### src/hw/ooo_pkg.sv
package ooo_pkg;

    localparam int XLEN       = 32;
    localparam int NUM_AREGS  = 32;
    localparam int IQ_DEPTH   = 4;   // also the credit count after reset
    localparam int ROB_DEPTH  = 8;
    localparam int MUL_STAGES = 3;

    // rv32 encodings seen by decode
    localparam logic [6:0] OPC_OP        = 7'b0110011;
    localparam logic [6:0] OPC_OP_IMM    = 7'b0010011;
    localparam logic [6:0] FUNCT7_ALT    = 7'b0100000;
    localparam logic [6:0] FUNCT7_MULDIV = 7'b0000001;

    typedef logic [XLEN-1:0]              word_t;
    typedef logic [31:0]                  inst_t;
    typedef logic [4:0]                   areg_t;
    typedef logic [$clog2(ROB_DEPTH)-1:0] rob_tag_t;

    typedef enum logic [2:0] {
        ALU_ADD,
        ALU_SUB,
        ALU_AND,
        ALU_OR,
        ALU_XOR,
        ALU_SLT,
        ALU_SLL,
        ALU_SRL
    } alu_op_e;

    // issue to alu or multiplier
    typedef struct packed {
        logic     valid;
        rob_tag_t tag;
        alu_op_e  op;
        word_t    a;
        word_t    b;
    } exec_req_t;

    typedef struct packed {
        logic     valid;
        rob_tag_t tag;
        word_t    value;
    } wb_t;

    typedef struct packed {
        logic  valid;
        areg_t rd;
    } rob_alloc_t;

    typedef struct packed {
        logic  valid;
        areg_t rd;
        word_t value;
    } commit_t;

endpackage

### src/hw/dispatch_unit.sv
`timescale 1ns/1ps

module dispatch_unit (
    input  logic                clk,
    input  logic                arst_n,
    input  logic                head_valid,
    input  ooo_pkg::inst_t      head,
    output logic                pop,
    output ooo_pkg::rob_alloc_t alloc,
    input  logic                alloc_ready,
    input  ooo_pkg::rob_tag_t   alloc_tag,
    output ooo_pkg::rob_tag_t   src1_tag,
    output ooo_pkg::rob_tag_t   src2_tag,
    input  logic                src1_ready,
    input  logic                src2_ready,
    input  ooo_pkg::word_t      src1_value,
    input  ooo_pkg::word_t      src2_value,
    output ooo_pkg::areg_t      rs1,
    output ooo_pkg::areg_t      rs2,
    input  ooo_pkg::word_t      rdata1,
    input  ooo_pkg::word_t      rdata2,
    output ooo_pkg::exec_req_t  alu_req,
    output ooo_pkg::exec_req_t  mul_req,
    input  ooo_pkg::commit_t    commit
);

    logic [6:0]                      opcode;
    logic [2:0]                      funct3;
    logic [6:0]                      funct7;
    logic                            dec_ok;
    logic                            dec_mul;
    logic                            dec_imm;
    ooo_pkg::alu_op_e                dec_op;
    ooo_pkg::areg_t                  dec_rd;
    ooo_pkg::word_t                  imm;
    logic [ooo_pkg::NUM_AREGS-1:0]   ren_busy;
    ooo_pkg::rob_tag_t               ren_tag [ooo_pkg::NUM_AREGS];
    ooo_pkg::rob_tag_t               retire_tag;   // tag of the next commit
    logic                            busy1;
    logic                            busy2;
    ooo_pkg::word_t                  opa;
    ooo_pkg::word_t                  opb;
    logic                            fire;

    assign opcode = head[6:0];
    assign funct3 = head[14:12];
    assign funct7 = head[31:25];
    assign imm    = {{(ooo_pkg::XLEN-12){head[31]}}, head[31:20]};

    always_comb begin
        dec_ok  = 1'b1;
        dec_mul = 1'b0;
        dec_imm = 1'b0;
        dec_op  = ooo_pkg::ALU_ADD;
        if (opcode == ooo_pkg::OPC_OP_IMM && funct3 == 3'b000) begin
            dec_imm = 1'b1;   // addi
        end else if (opcode == ooo_pkg::OPC_OP) begin
            case ({funct7, funct3})
                {7'b0000000, 3'b000}:             dec_op = ooo_pkg::ALU_ADD;
                {ooo_pkg::FUNCT7_ALT, 3'b000}:    dec_op = ooo_pkg::ALU_SUB;
                {7'b0000000, 3'b111}:             dec_op = ooo_pkg::ALU_AND;
                {7'b0000000, 3'b110}:             dec_op = ooo_pkg::ALU_OR;
                {7'b0000000, 3'b100}:             dec_op = ooo_pkg::ALU_XOR;
                {7'b0000000, 3'b010}:             dec_op = ooo_pkg::ALU_SLT;
                {7'b0000000, 3'b001}:             dec_op = ooo_pkg::ALU_SLL;
                {7'b0000000, 3'b101}:             dec_op = ooo_pkg::ALU_SRL;
                {ooo_pkg::FUNCT7_MULDIV, 3'b000}: dec_mul = 1'b1;
                default:                          dec_ok = 1'b0;
            endcase
        end else begin
            dec_ok = 1'b0;
        end
    end

    // anything unknown becomes add x0, x0, x0
    assign dec_rd = dec_ok ? head[11:7] : '0;
    assign rs1    = dec_ok ? head[19:15] : '0;
    assign rs2    = (dec_ok && !dec_imm) ? head[24:20] : '0;

    assign busy1    = ren_busy[rs1];
    assign busy2    = ren_busy[rs2];
    assign src1_tag = ren_tag[rs1];
    assign src2_tag = ren_tag[rs2];

    assign opa = busy1 ? src1_value : rdata1;
    assign opb = dec_imm ? imm : (busy2 ? src2_value : rdata2);

    // in-order stall until both sources can be read
    assign fire = head_valid && alloc_ready && (!busy1 || src1_ready) && (!busy2 || src2_ready);
    assign pop  = fire;

    assign alloc   = '{valid: fire, rd: dec_rd};
    assign alu_req = '{valid: fire && !dec_mul, tag: alloc_tag, op: dec_op, a: opa, b: opb};
    assign mul_req = '{valid: fire && dec_mul, tag: alloc_tag, op: dec_op, a: opa, b: opb};

    always_ff @(posedge clk or negedge arst_n) begin
        if (!arst_n) begin
            ren_busy   <= '0;
            retire_tag <= '0;
        end else begin
            if (commit.valid) begin
                retire_tag <= retire_tag + 1'b1;
                if (ren_tag[commit.rd] == retire_tag) ren_busy[commit.rd] <= 1'b0;
            end
            // a new rename wins over a clear in the same cycle
            if (fire && dec_rd != '0) ren_busy[dec_rd] <= 1'b1;
        end
    end

    always_ff @(posedge clk) begin
        if (fire) ren_tag[dec_rd] <= alloc_tag;
    end

endmodule

### config.mk
export PLATFORM = sky130hd
export DESIGN_NAME = dispatch_unit
export DESIGN_NICKNAME = d
export VERILOG_FILES = /design/src/hw/ooo_pkg.sv /design/src/hw/dispatch_unit.sv
export SDC_FILE = /design/constraint.sdc
export NUM_CORES = 1
export LEC_CHECK = 0
export BUFFER_PORTS_ARGS = -buffer_cell sky130_fd_sc_hd__buf_2
export CAP_MARGIN = 20
export CORE_MARGIN = 1.5
export CORE_UTILIZATION = 30
export CTS_CLUSTER_DIAMETER = 60
export DETAILED_ROUTE_END_ITERATION = 10
export GPL_TIMING_DRIVEN = 1
export PLACE_DENSITY = 0.63
export SYNTH_ARGS = -nofsm -noshare
export SYNTH_HDL_FRONTEND = slang
export SYNTH_SLANG_ARGS = --single-unit
### constraint.sdc
create_clock -name clk -period 6.8 [get_ports clk]
set_input_delay 0.68 -clock clk [delete_from_list [all_inputs] [get_ports clk]]
set_output_delay 0.68 -clock clk [all_outputs]
set_load 0.01 [all_outputs]
==> implementation parameters, run 1 <==
Parameter                              Value

Outcome
  Run status ... complete, no violations

Final layout
  Final standard cell count with taps included and fillers excluded ... 1712
  Final non-filler cell area ... 12440 sq um
  Area growth from synthesis to layout ... 19.55%
  Count of nets after finishing ... 1448
  Share of cells above drive strength 1 ... 37.67%

Power and ir drop
  Static leakage ... 5.378 nW
  Max VDD drop ... 0.0001571 V
  Power Total ... 0.002115 W
  Total power density per cell area ... 169.9 nW/um^2

Clock network
  Number of hold buffers added after CTS ... 0
  Clock H-tree levels ... 4
  Clock edge transition at the registers on the reported setup and hold paths ... 0.06 ns
  Clock tree root driver cell ... sky130_fd_sc_hd__clkbuf_16
  Clock Tree Buf Depth ... 2
  Post-CTS Setup Bufs ... 0
  Clock Latency Late Sink ... 0.42 ns
  Sink count of the clock tree ... 131
  TritonCTS clock tree ... yes
  TritonCTS buffer count ... 17
  Number of cells upsized or downsized after cts ... 0

Drt
  Final routed DRC violation total ... 0
  Drt initial violations ... 942
  Total iterations of the first detailed-routing run ... 5
  Routed WL per cell ... 24.97 um
  Average via count per standard cell ... 5.873
  Antenna Nets Post-Route ... 0
  Total number of vias ... 10050
  Total wire length ... 42750 um

Logic synthesis
  Async SR Flop Fraction ... 26.72%
  Yosys warnings ... 0
  Simple-gate share of the synthesized area ... 16.10%
  Register bit count reported by yosys ... 131
  Post-Synthesis Cells ... 1034
  Proportion of synthesized chip area in sequential cells ... 36.11%
  Compound-cell area share of the yosys netlist ... 18.87%
  Adder-cell area share of the yosys netlist ... 0.1202%
  Post-Synthesis Mean Instance Area ... 10.07 sq um
  Dominant cell by count in the synthesized netlist ... sky130_fd_sc_hd__edfxtp_1
  Area share of the largest cell type after synthesis ... 27.70%
  Most frequent cells after synthesis ... sky130_fd_sc_hd__edfxtp_1 (96), sky130_fd_sc_hd__nand2_1 (95), sky130_fd_sc_hd__mux2i_1 (84)
  Cells taking the most area after synthesis ... sky130_fd_sc_hd__edfxtp_1 (28%), sky130_fd_sc_hd__dfrtp_1 (8.4%), sky130_fd_sc_hd__mux2i_1 (8.1%)
  Cell type with the highest aggregate area in the netlist ... sky130_fd_sc_hd__edfxtp_1
  Number of synthesized flops with an enable pin ... 96
  Number of distinct library cell variants in the gate-level netlist after synthesis ... 80
  Multiplexer fraction of the synthesized cell area ... 18.28%
  Area of the mapped netlist ... 10410 sq um
  Dominant combinational cell family by area after synthesis ... compound AO/OA/AOI/OAI gates
  Post-Synthesis Net Count ... 1242
  Top_reg_cell synth ... sky130_fd_sc_hd__edfxtp_1
  Parity-gate share of the synthesized area counting xor and xnor cells ... 0.4207%

GRT
  Largest net degree at the start of global routing ... 54
  GRT overflow ... 0
  Vias in the first global route ... 9295
  Global-route wire length before repair ... 61150 um
  Antenna violations before repair ... 8
  Overall track demand over capacity in global routing ... 23.09%

STA
  Number of hold violations in the final report ... 0
  # setup viols final ... 0
  Unrepaired setup endpoints after global routing ... false
  Worst-case clock skew ... 0.007480 ns
  Peak clock frequency supported by timing ... 185.0 MHz
  Share of the cycle needed by the critical path after routing ... 79.48%
  Setup TNS after final layout ... 0 ns
  Pins over their slew limit ... 0
  Pin slew with the least headroom to its limit ... 1.066 ns
  Post-Route Hold Slack ... 0.3529 ns
  Clock period minus final worst setup slack ... 5.404 ns
  Relative slew margins ... 28.90%

Die
  Area of the die ... 35820 sq um
  Boundary pin count ... 372
  Die height ... 189.3 um
  Horizontal extent of the die ... 189.3 um
  Core ar. ... 34370 sq um
  Initial Util ... 30.28%
  Floorplan row count ... 68

Min path
  Class of the tightest hold or removal check ... input port to asynchronous set/reset pin

Worst setup path
  Setup crit end kind ... primary output
  Cells along the critical path ... buf_2 > or4b_4 > nor4_4 > o211ai_1 > buf_4 > mux2i_1 > o221a_2 > a21oi_1 > nand3_1 > a21oi_4 > nor3_1 > buf_2
  Path type of the worst setup path ... input port to primary output
  Combined buffer and inverter count along the critical path ... 3
  Critical path launch point type ... input port
  Delay of the slowest cell on the worst path ... 0.96 ns
  Kind of cell adding the most delay to the critical path ... simple AND/OR/NAND/NOR gates
  Required time at the endpoint of the critical path ... 6.12 ns
  Most numerous cell on the critical path ... sky130_fd_sc_hd__buf_2
  Critical Path AT ... 4.72 ns
  Critical-path cell with the highest stage delay ... sky130_fd_sc_hd__a21oi_4
  Peak fanout along the critical path ... 48

Run
  Max-cap check violation count ... 0

Placement
  Final HPWL from detailed placement ... 31870 um
  Cell total after placement ... 1676
  Dpl cell area ... 11840 sq um
  Final weighted congestion in routability-driven placement ... 0.9937
  Total of buffers placed on input and output ports ... 339
==> flip-flops by register name, summed over array words and instances (netlist names) <==
signal,flops
ren_tag,96
retire_tag,3
ren_busy,32
==> through the flow <==
| step | worst slack, ns | utilization, % |
|---|---|---|
| 5_1_grt | 1.183 | 36.20 |
| 4_1_cts | 1.461 | 36.17 |
| 3_5_place_dp | 1.452 | 34.45 |
| 6_report | 1.396 | 36.20 |
| 3_3_place_gp | 1.497 | 34.45 |
| 2_1_floorplan | 2.550 | - |
==> power by group <==
| part | switching, W | leakage, nW | internal (W) |
|---|---|---|---|
| registers | 0.0000111 | 1.35 | 0.000871 |
| clock network | 0.000365 | 0.287 | 0.000554 |
| logic | 0.000178 | 3.74 | 0.000135 |
| total | 0.000554 | 5.38 | 0.00156 |
==> worst paths after layout <==
path / startpoint / end / slack (ns) / cells past startpoint
max reg2reg: ren_busy[0] / ren_tag[14][0] / 3.21 / 9
min in group clk: commit[37] / retire_tag[0] / 0.48 / 2
max in group asynchronous: arst_n / ren_busy[27] / 5.92 / 1
min reg2reg: retire_tag[2] / retire_tag[2] / 0.49 / 1
min: arst_n / ren_busy[10] / 0.35 / 1
max: head[6] / pop / 1.40 / 12
==> layout make-up <==
type,instances,area [sq um]
antenna,4,10.01
clock buffer,18,439.2
clock inverter,14,152.6
fill,3498,21930
inverter,16,60.06
multi-input combinational,716,5614
sequential,131,3759
tap,455,569.3
timing repair buffer,358,1839
==> kinds of logic (layout without fill, tap and decap cells) <==
logic type | Yosys count | in the layout
mux | 152 | 152
other cells | 0 | 4
flops | 131 | 131
compound gates | 250 | 250
buf+inv | 187 | 406
xor+xnor | 5 | 5
fa+ha+maj | 1 | 1
simple gates | 308 | 308
==> routing by layer <==
metal  wire length [um]  track usage [%]  vias up
li1                   -                -     4396
met1              16380            29.03     4921
met2              21240            39.62      658
met3               3786            3.930       77
met4               1331            8.547        2
met5                 12                0        -
==> cell usage in the layout, fill, tap and decap left out, types with 13 or more instances in the layout <==
master | netlist | final
sky130_fd_sc_hd__mux2i_1 | 84 | 84
sky130_fd_sc_hd__mux2_1 | 30 | 30
sky130_fd_sc_hd__nor2_1 | 23 | 23
sky130_fd_sc_hd__clkbuf_16 | 0 | 17
sky130_fd_sc_hd__mux4_2 | 26 | 26
sky130_fd_sc_hd__edfxtp_1 | 96 | 96
sky130_fd_sc_hd__buf_4 | 75 | 19
sky130_fd_sc_hd__nand3_1 | 44 | 44
sky130_fd_sc_hd__o22ai_1 | 17 | 17
sky130_fd_sc_hd__o221ai_1 | 18 | 18
sky130_fd_sc_hd__nand2_1 | 95 | 95
sky130_fd_sc_hd__dfrtp_1 | 35 | 35
sky130_fd_sc_hd__nand4_1 | 17 | 17
sky130_fd_sc_hd__o41ai_2 | 15 | 15
sky130_fd_sc_hd__o21ai_0 | 64 | 63
sky130_fd_sc_hd__a22oi_1 | 13 | 13
sky130_fd_sc_hd__or4_1 | 21 | 21
sky130_fd_sc_hd__nor4_1 | 27 | 27
sky130_fd_sc_hd__buf_2 | 24 | 339
sky130_fd_sc_hd__o311a_1 | 21 | 21
sky130_fd_sc_hd__o211ai_1 | 32 | 32
sky130_fd_sc_hd__inv_1 | 14 | 14
Power figures use the tool's default switching activity.
==> run 2, diff against run 1 <==
--- a/config.mk
+++ b/config.mk
@@ -5,6 +5,7 @@
 export SDC_FILE = /design/constraint.sdc
 export NUM_CORES = 1
 export LEC_CHECK = 0
+export ABC_AREA = 1
 export BUFFER_PORTS_ARGS = -buffer_cell sky130_fd_sc_hd__buf_2
 export CAP_MARGIN = 20
 export CORE_MARGIN = 1.5
@@ -12,7 +13,7 @@
 export CTS_CLUSTER_DIAMETER = 60
 export DETAILED_ROUTE_END_ITERATION = 10
 export GPL_TIMING_DRIVEN = 1
-export PLACE_DENSITY = 0.63
+export PLACE_DENSITY = 0.65
 export SYNTH_ARGS = -nofsm -noshare
 export SYNTH_HDL_FRONTEND = slang
 export SYNTH_SLANG_ARGS = --single-unit
==> constraint.sdc (replaced) <==
create_clock -name clk -period 4.3 [get_ports clk]
set_input_delay 0.43 -clock clk [delete_from_list [all_inputs] [get_ports clk]]
set_output_delay 0.43 -clock clk [all_outputs]
set_load 0.01 [all_outputs]
==> run 2 against run 1 <==
Net effect: synthesized cell count grew 38%; final area grew 0.78%; sequential cell count is the same; clock-buffer cell count shrank 1; critical endpoint is now alu_req[7]; largest power group unchanged.
==> implementation parameters, run 2 <==
Parameter                              Value

Die
  Initial Util ... 30.57%
  Area of the die ... 35370 sq um
  Floorplan row count ... 67
  Boundary pin count ... 372
  Core ar. ... 33620 sq um
  Die height ... 188.1 um
  Horizontal extent of the die ... 188.1 um

GRT
  Vias in the first global route ... 10540
  GRT overflow ... 0
  Overall track demand over capacity in global routing ... 23.48%
  Global-route wire length before repair ... 63290 um
  Largest net degree at the start of global routing ... 65
  Antenna violations before repair ... 2

Final layout
  Sequential Area ... 3759 sq um
  Largest register FFs ... 96
  Area growth from synthesis to layout ... 22.04%
  Count of nets after finishing ... 1878
  Register containing the most flip-flops in the final layout ... ren_tag
  Commonest non-fill, non-tap cell in the layout ... sky130_fd_sc_hd__buf_2
  Multi-input logic area ... 5039 sq um
  Share of cells above drive strength 1 ... 28.12%
  Final standard cell count with taps included and fillers excluded ... 2132
  Leading registers by flop count ... ren_tag (96), ren_busy (32), retire_tag (3)
  Number of filler cells placed in the layout ... 3506
  Highest-count cells in the layout ignoring fill and taps ... sky130_fd_sc_hd__buf_2 (339), sky130_fd_sc_hd__nand2_1 (317), sky130_fd_sc_hd__o21ai_0 (168)
  Final standard cell utilization of the core ... 37.31%

STA
  Final setup slack of the worst path ... 0.3215 ns
  Relative slew margins ... 39.68%
  Setup TNS after final layout ... 0 ns
  Pin slew with the least headroom to its limit ... 0.9049 ns
  Post-Route Hold Slack ... 0.1297 ns
  Share of the cycle needed by the critical path after routing ... 92.52%
  Unrepaired setup endpoints after global routing ... false
  Peak clock frequency supported by timing ... 251.3 MHz
  Number of hold violations in the final report ... 0
  Clock period minus final worst setup slack ... 3.979 ns
  # setup viols final ... 0
  Worst-case clock skew ... 0.008668 ns
  Pins over their slew limit ... 0

Outcome
  Run status ... complete, no violations

Placement
  Final HPWL from detailed placement ... 32610 um
  Final weighted congestion in routability-driven placement ... 0.9253
  Total of buffers placed on input and output ports ... 339
  Cell total after placement ... 2099
  Worst setup timing slack at the placement stage ... 0.2077 ns

Run
  Max-cap check violation count ... 0

Worst setup path
  Combined buffer and inverter count along the critical path ... 5
  Peak fanout along the critical path ... 64
  Kind of cell adding the most delay to the critical path ... simple AND/OR/NAND/NOR gates
  Setup crit end kind ... primary output
  Cells along the critical path ... buf_2 > nor2_1 > buf_4 > nand2_1 > inv_2 > nand2_1 > nor2_1 > nor2_1 > nand2_2 > nand3_2 > nand2_1 > nand2_1 > nand2_1 > nand2_1 > nand2_1 > nand3_1 > nand3_1 > nand2_2 > buf_12 > nand2_1 > o21ai_0 > o21ai_0 > buf_2
  Critical path launch point type ... input port
  Delay of the slowest cell on the worst path ... 0.38 ns
  Critical Path AT ... 3.55 ns
  Path type of the worst setup path ... input port to primary output
  Required time at the endpoint of the critical path ... 3.87 ns
  Critical-path cell with the highest stage delay ... sky130_fd_sc_hd__nand3_2
  Most numerous cell on the critical path ... sky130_fd_sc_hd__nand2_1

Drt
  Routed WL per cell ... 20.20 um
  Final routed DRC violation total ... 0
  Antenna Nets Post-Route ... 0
  Total number of vias ... 11610
  Average via count per standard cell ... 5.445
  Total wire length ... 43080 um
  Drt initial violations ... 1235
  Total iterations of the first detailed-routing run ... 6

Clock network
  Clock edge transition at the registers on the reported setup and hold paths ... 0.06 ns
  Clock Latency Late Sink ... 0.44 ns
  Clock Tree Buf Depth ... 2
  Clock H-tree levels ... 4
  Clock tree root driver cell ... sky130_fd_sc_hd__clkbuf_16
  Post-CTS Setup Bufs ... 0
  TritonCTS buffer count ... 17
  Sink count of the clock tree ... 131
  TritonCTS clock tree ... yes

Min path
  Class of the tightest hold or removal check ... input port to asynchronous set/reset pin

Logic synthesis
  Dominant cell by count in the synthesized netlist ... sky130_fd_sc_hd__nand2_1
  Register bit count reported by yosys ... 131
  Post-Synthesis Net Count ... 1638
  Post-Synthesis Cells ... 1430
  Number of synthesized flops with an enable pin ... 96
  Number of distinct library cell variants in the gate-level netlist after synthesis ... 39
  Post-Synthesis Mean Instance Area ... 7.186 sq um
  Area share of the largest cell type after synthesis ... 28.05%
  Area of the mapped netlist ... 10280 sq um
  Proportion of synthesized chip area in sequential cells ... 36.58%
  Cell type with the highest aggregate area in the netlist ... sky130_fd_sc_hd__edfxtp_1
  Cells taking the most area after synthesis ... sky130_fd_sc_hd__edfxtp_1 (28%), sky130_fd_sc_hd__nand2_1 (12%), sky130_fd_sc_hd__dfrtp_1 (8.5%)
  Top_reg_cell synth ... sky130_fd_sc_hd__edfxtp_1
  Yosys warnings ... 0
  Most frequent cells after synthesis ... sky130_fd_sc_hd__nand2_1 (318), sky130_fd_sc_hd__o21ai_0 (168), sky130_fd_sc_hd__inv_1 (117)
  Async SR Flop Fraction ... 26.72%

Power and ir drop
  Static leakage ... 5.575 nW
  Max VDD drop ... 0.0002305 V
  Total power density per cell area ... 269.8 nW/um^2
run 2: cell count changes in the layout (fill, tap and decap cells not counted), moves of 26 or more:
cell and delta:
sky130_fd_sc_hd__nand2_1 +222, sky130_fd_sc_hd__o21ai_0 +105, sky130_fd_sc_hd__inv_1 +103, sky130_fd_sc_hd__a21oi_1 +84
sky130_fd_sc_hd__mux2i_1 -84, sky130_fd_sc_hd__nand3_1 +61, sky130_fd_sc_hd__nor2_1 +50, sky130_fd_sc_hd__a22oi_1 +35
sky130_fd_sc_hd__mux2_1 -30, sky130_fd_sc_hd__buf_4 +27, sky130_fd_sc_hd__nor4_1 -27, sky130_fd_sc_hd__mux4_2 -26
run 2: final timing paths:
check / start / to / slack (ns) / cells past startpoint
setup / recovery: head[26] / alu_req[7] / 0.32 / 23
hold / removal: arst_n / ren_busy[26] / 0.13 / 1
setup reg to reg: ren_tag[12][0] / ren_busy[20] / 1.62 / 10
hold reg to reg: retire_tag[2] / retire_tag[2] / 0.52 / 2
max in group asynchronous: arst_n / ren_busy[1] / 3.60 / 1
min in group clk: commit[37] / retire_tag[0] / 0.29 / 2
run 2: metrics by stage:
step           power [W]  instance area [sq um]
6_report        0.003384                  12540
5_1_grt         0.003489                  12540
4_1_cts         0.003382                  12520
3_5_place_dp    0.001940                  11940
3_3_place_gp    0.001936                  11940
2_1_floorplan   0.001721                  10280
run 2: cell families after synthesis:
| kind of cell | synth area share [%] |
|---|---|
| flip-flops | 36.58 |
| buffers and inverters | 14.49 |
| AND/OR/NAND/NOR | 25.30 |
| adder cells (fa/ha/maj) | 0.1217 |
| XOR/XNOR | 0.4262 |
| AO/OA/AOI/OAI | 23.09 |
run 2: power breakdown:
| group | leakage (nW) | internal, W | switching (W) |
|---|---|---|---|
| sequential | 1.35 | 0.00138 | 0.0000145 |
| combinational | 3.94 | 0.000189 | 0.000342 |
| clock | 0.286 | 0.000903 | 0.000558 |
run 2: final cells by class:
cell class	count	area share, %
diodes	2	0.03991
inverters	134	4.041
repair buffers	387	16.60
well taps	448	4.470
flip-flops and latches	131	29.97
multi-input cells	999	40.18
clock buffers	17	3.392
clock inverters	14	1.307
run 2: worst reg2reg max path, cell delays in order (launching register included):
cell and delay, ns:
sky130_fd_sc_hd__edfxtp_1 0.41, sky130_fd_sc_hd__a22oi_1 0.24, sky130_fd_sc_hd__a21oi_1 0.14, sky130_fd_sc_hd__or2_2 0.30, sky130_fd_sc_hd__nor3_1 0.35, sky130_fd_sc_hd__nand2_1 0.21, sky130_fd_sc_hd__xnor2_1 0.18, sky130_fd_sc_hd__nand3_1 0.10
sky130_fd_sc_hd__buf_4 0.25, sky130_fd_sc_hd__o31ai_1 0.25, sky130_fd_sc_hd__o21ai_1 0.12
run 2: repair_timing:
action	4_1_cts	5_1_grt
hold buffers	0	0
endpoints found under the setup margin	0	59
resized for setup	0	2
endpoints found under the hold margin	0	0
run 2: routing by layer:
layer,share of wire [%],vias to the layer above,GRT usage (%)
li1,-,5349,-
met1,38,5404,29.79
met2,47,745,38.45
met3,10,108,4.997
met4,4.5,2,10.06
met5,0.033,-,0
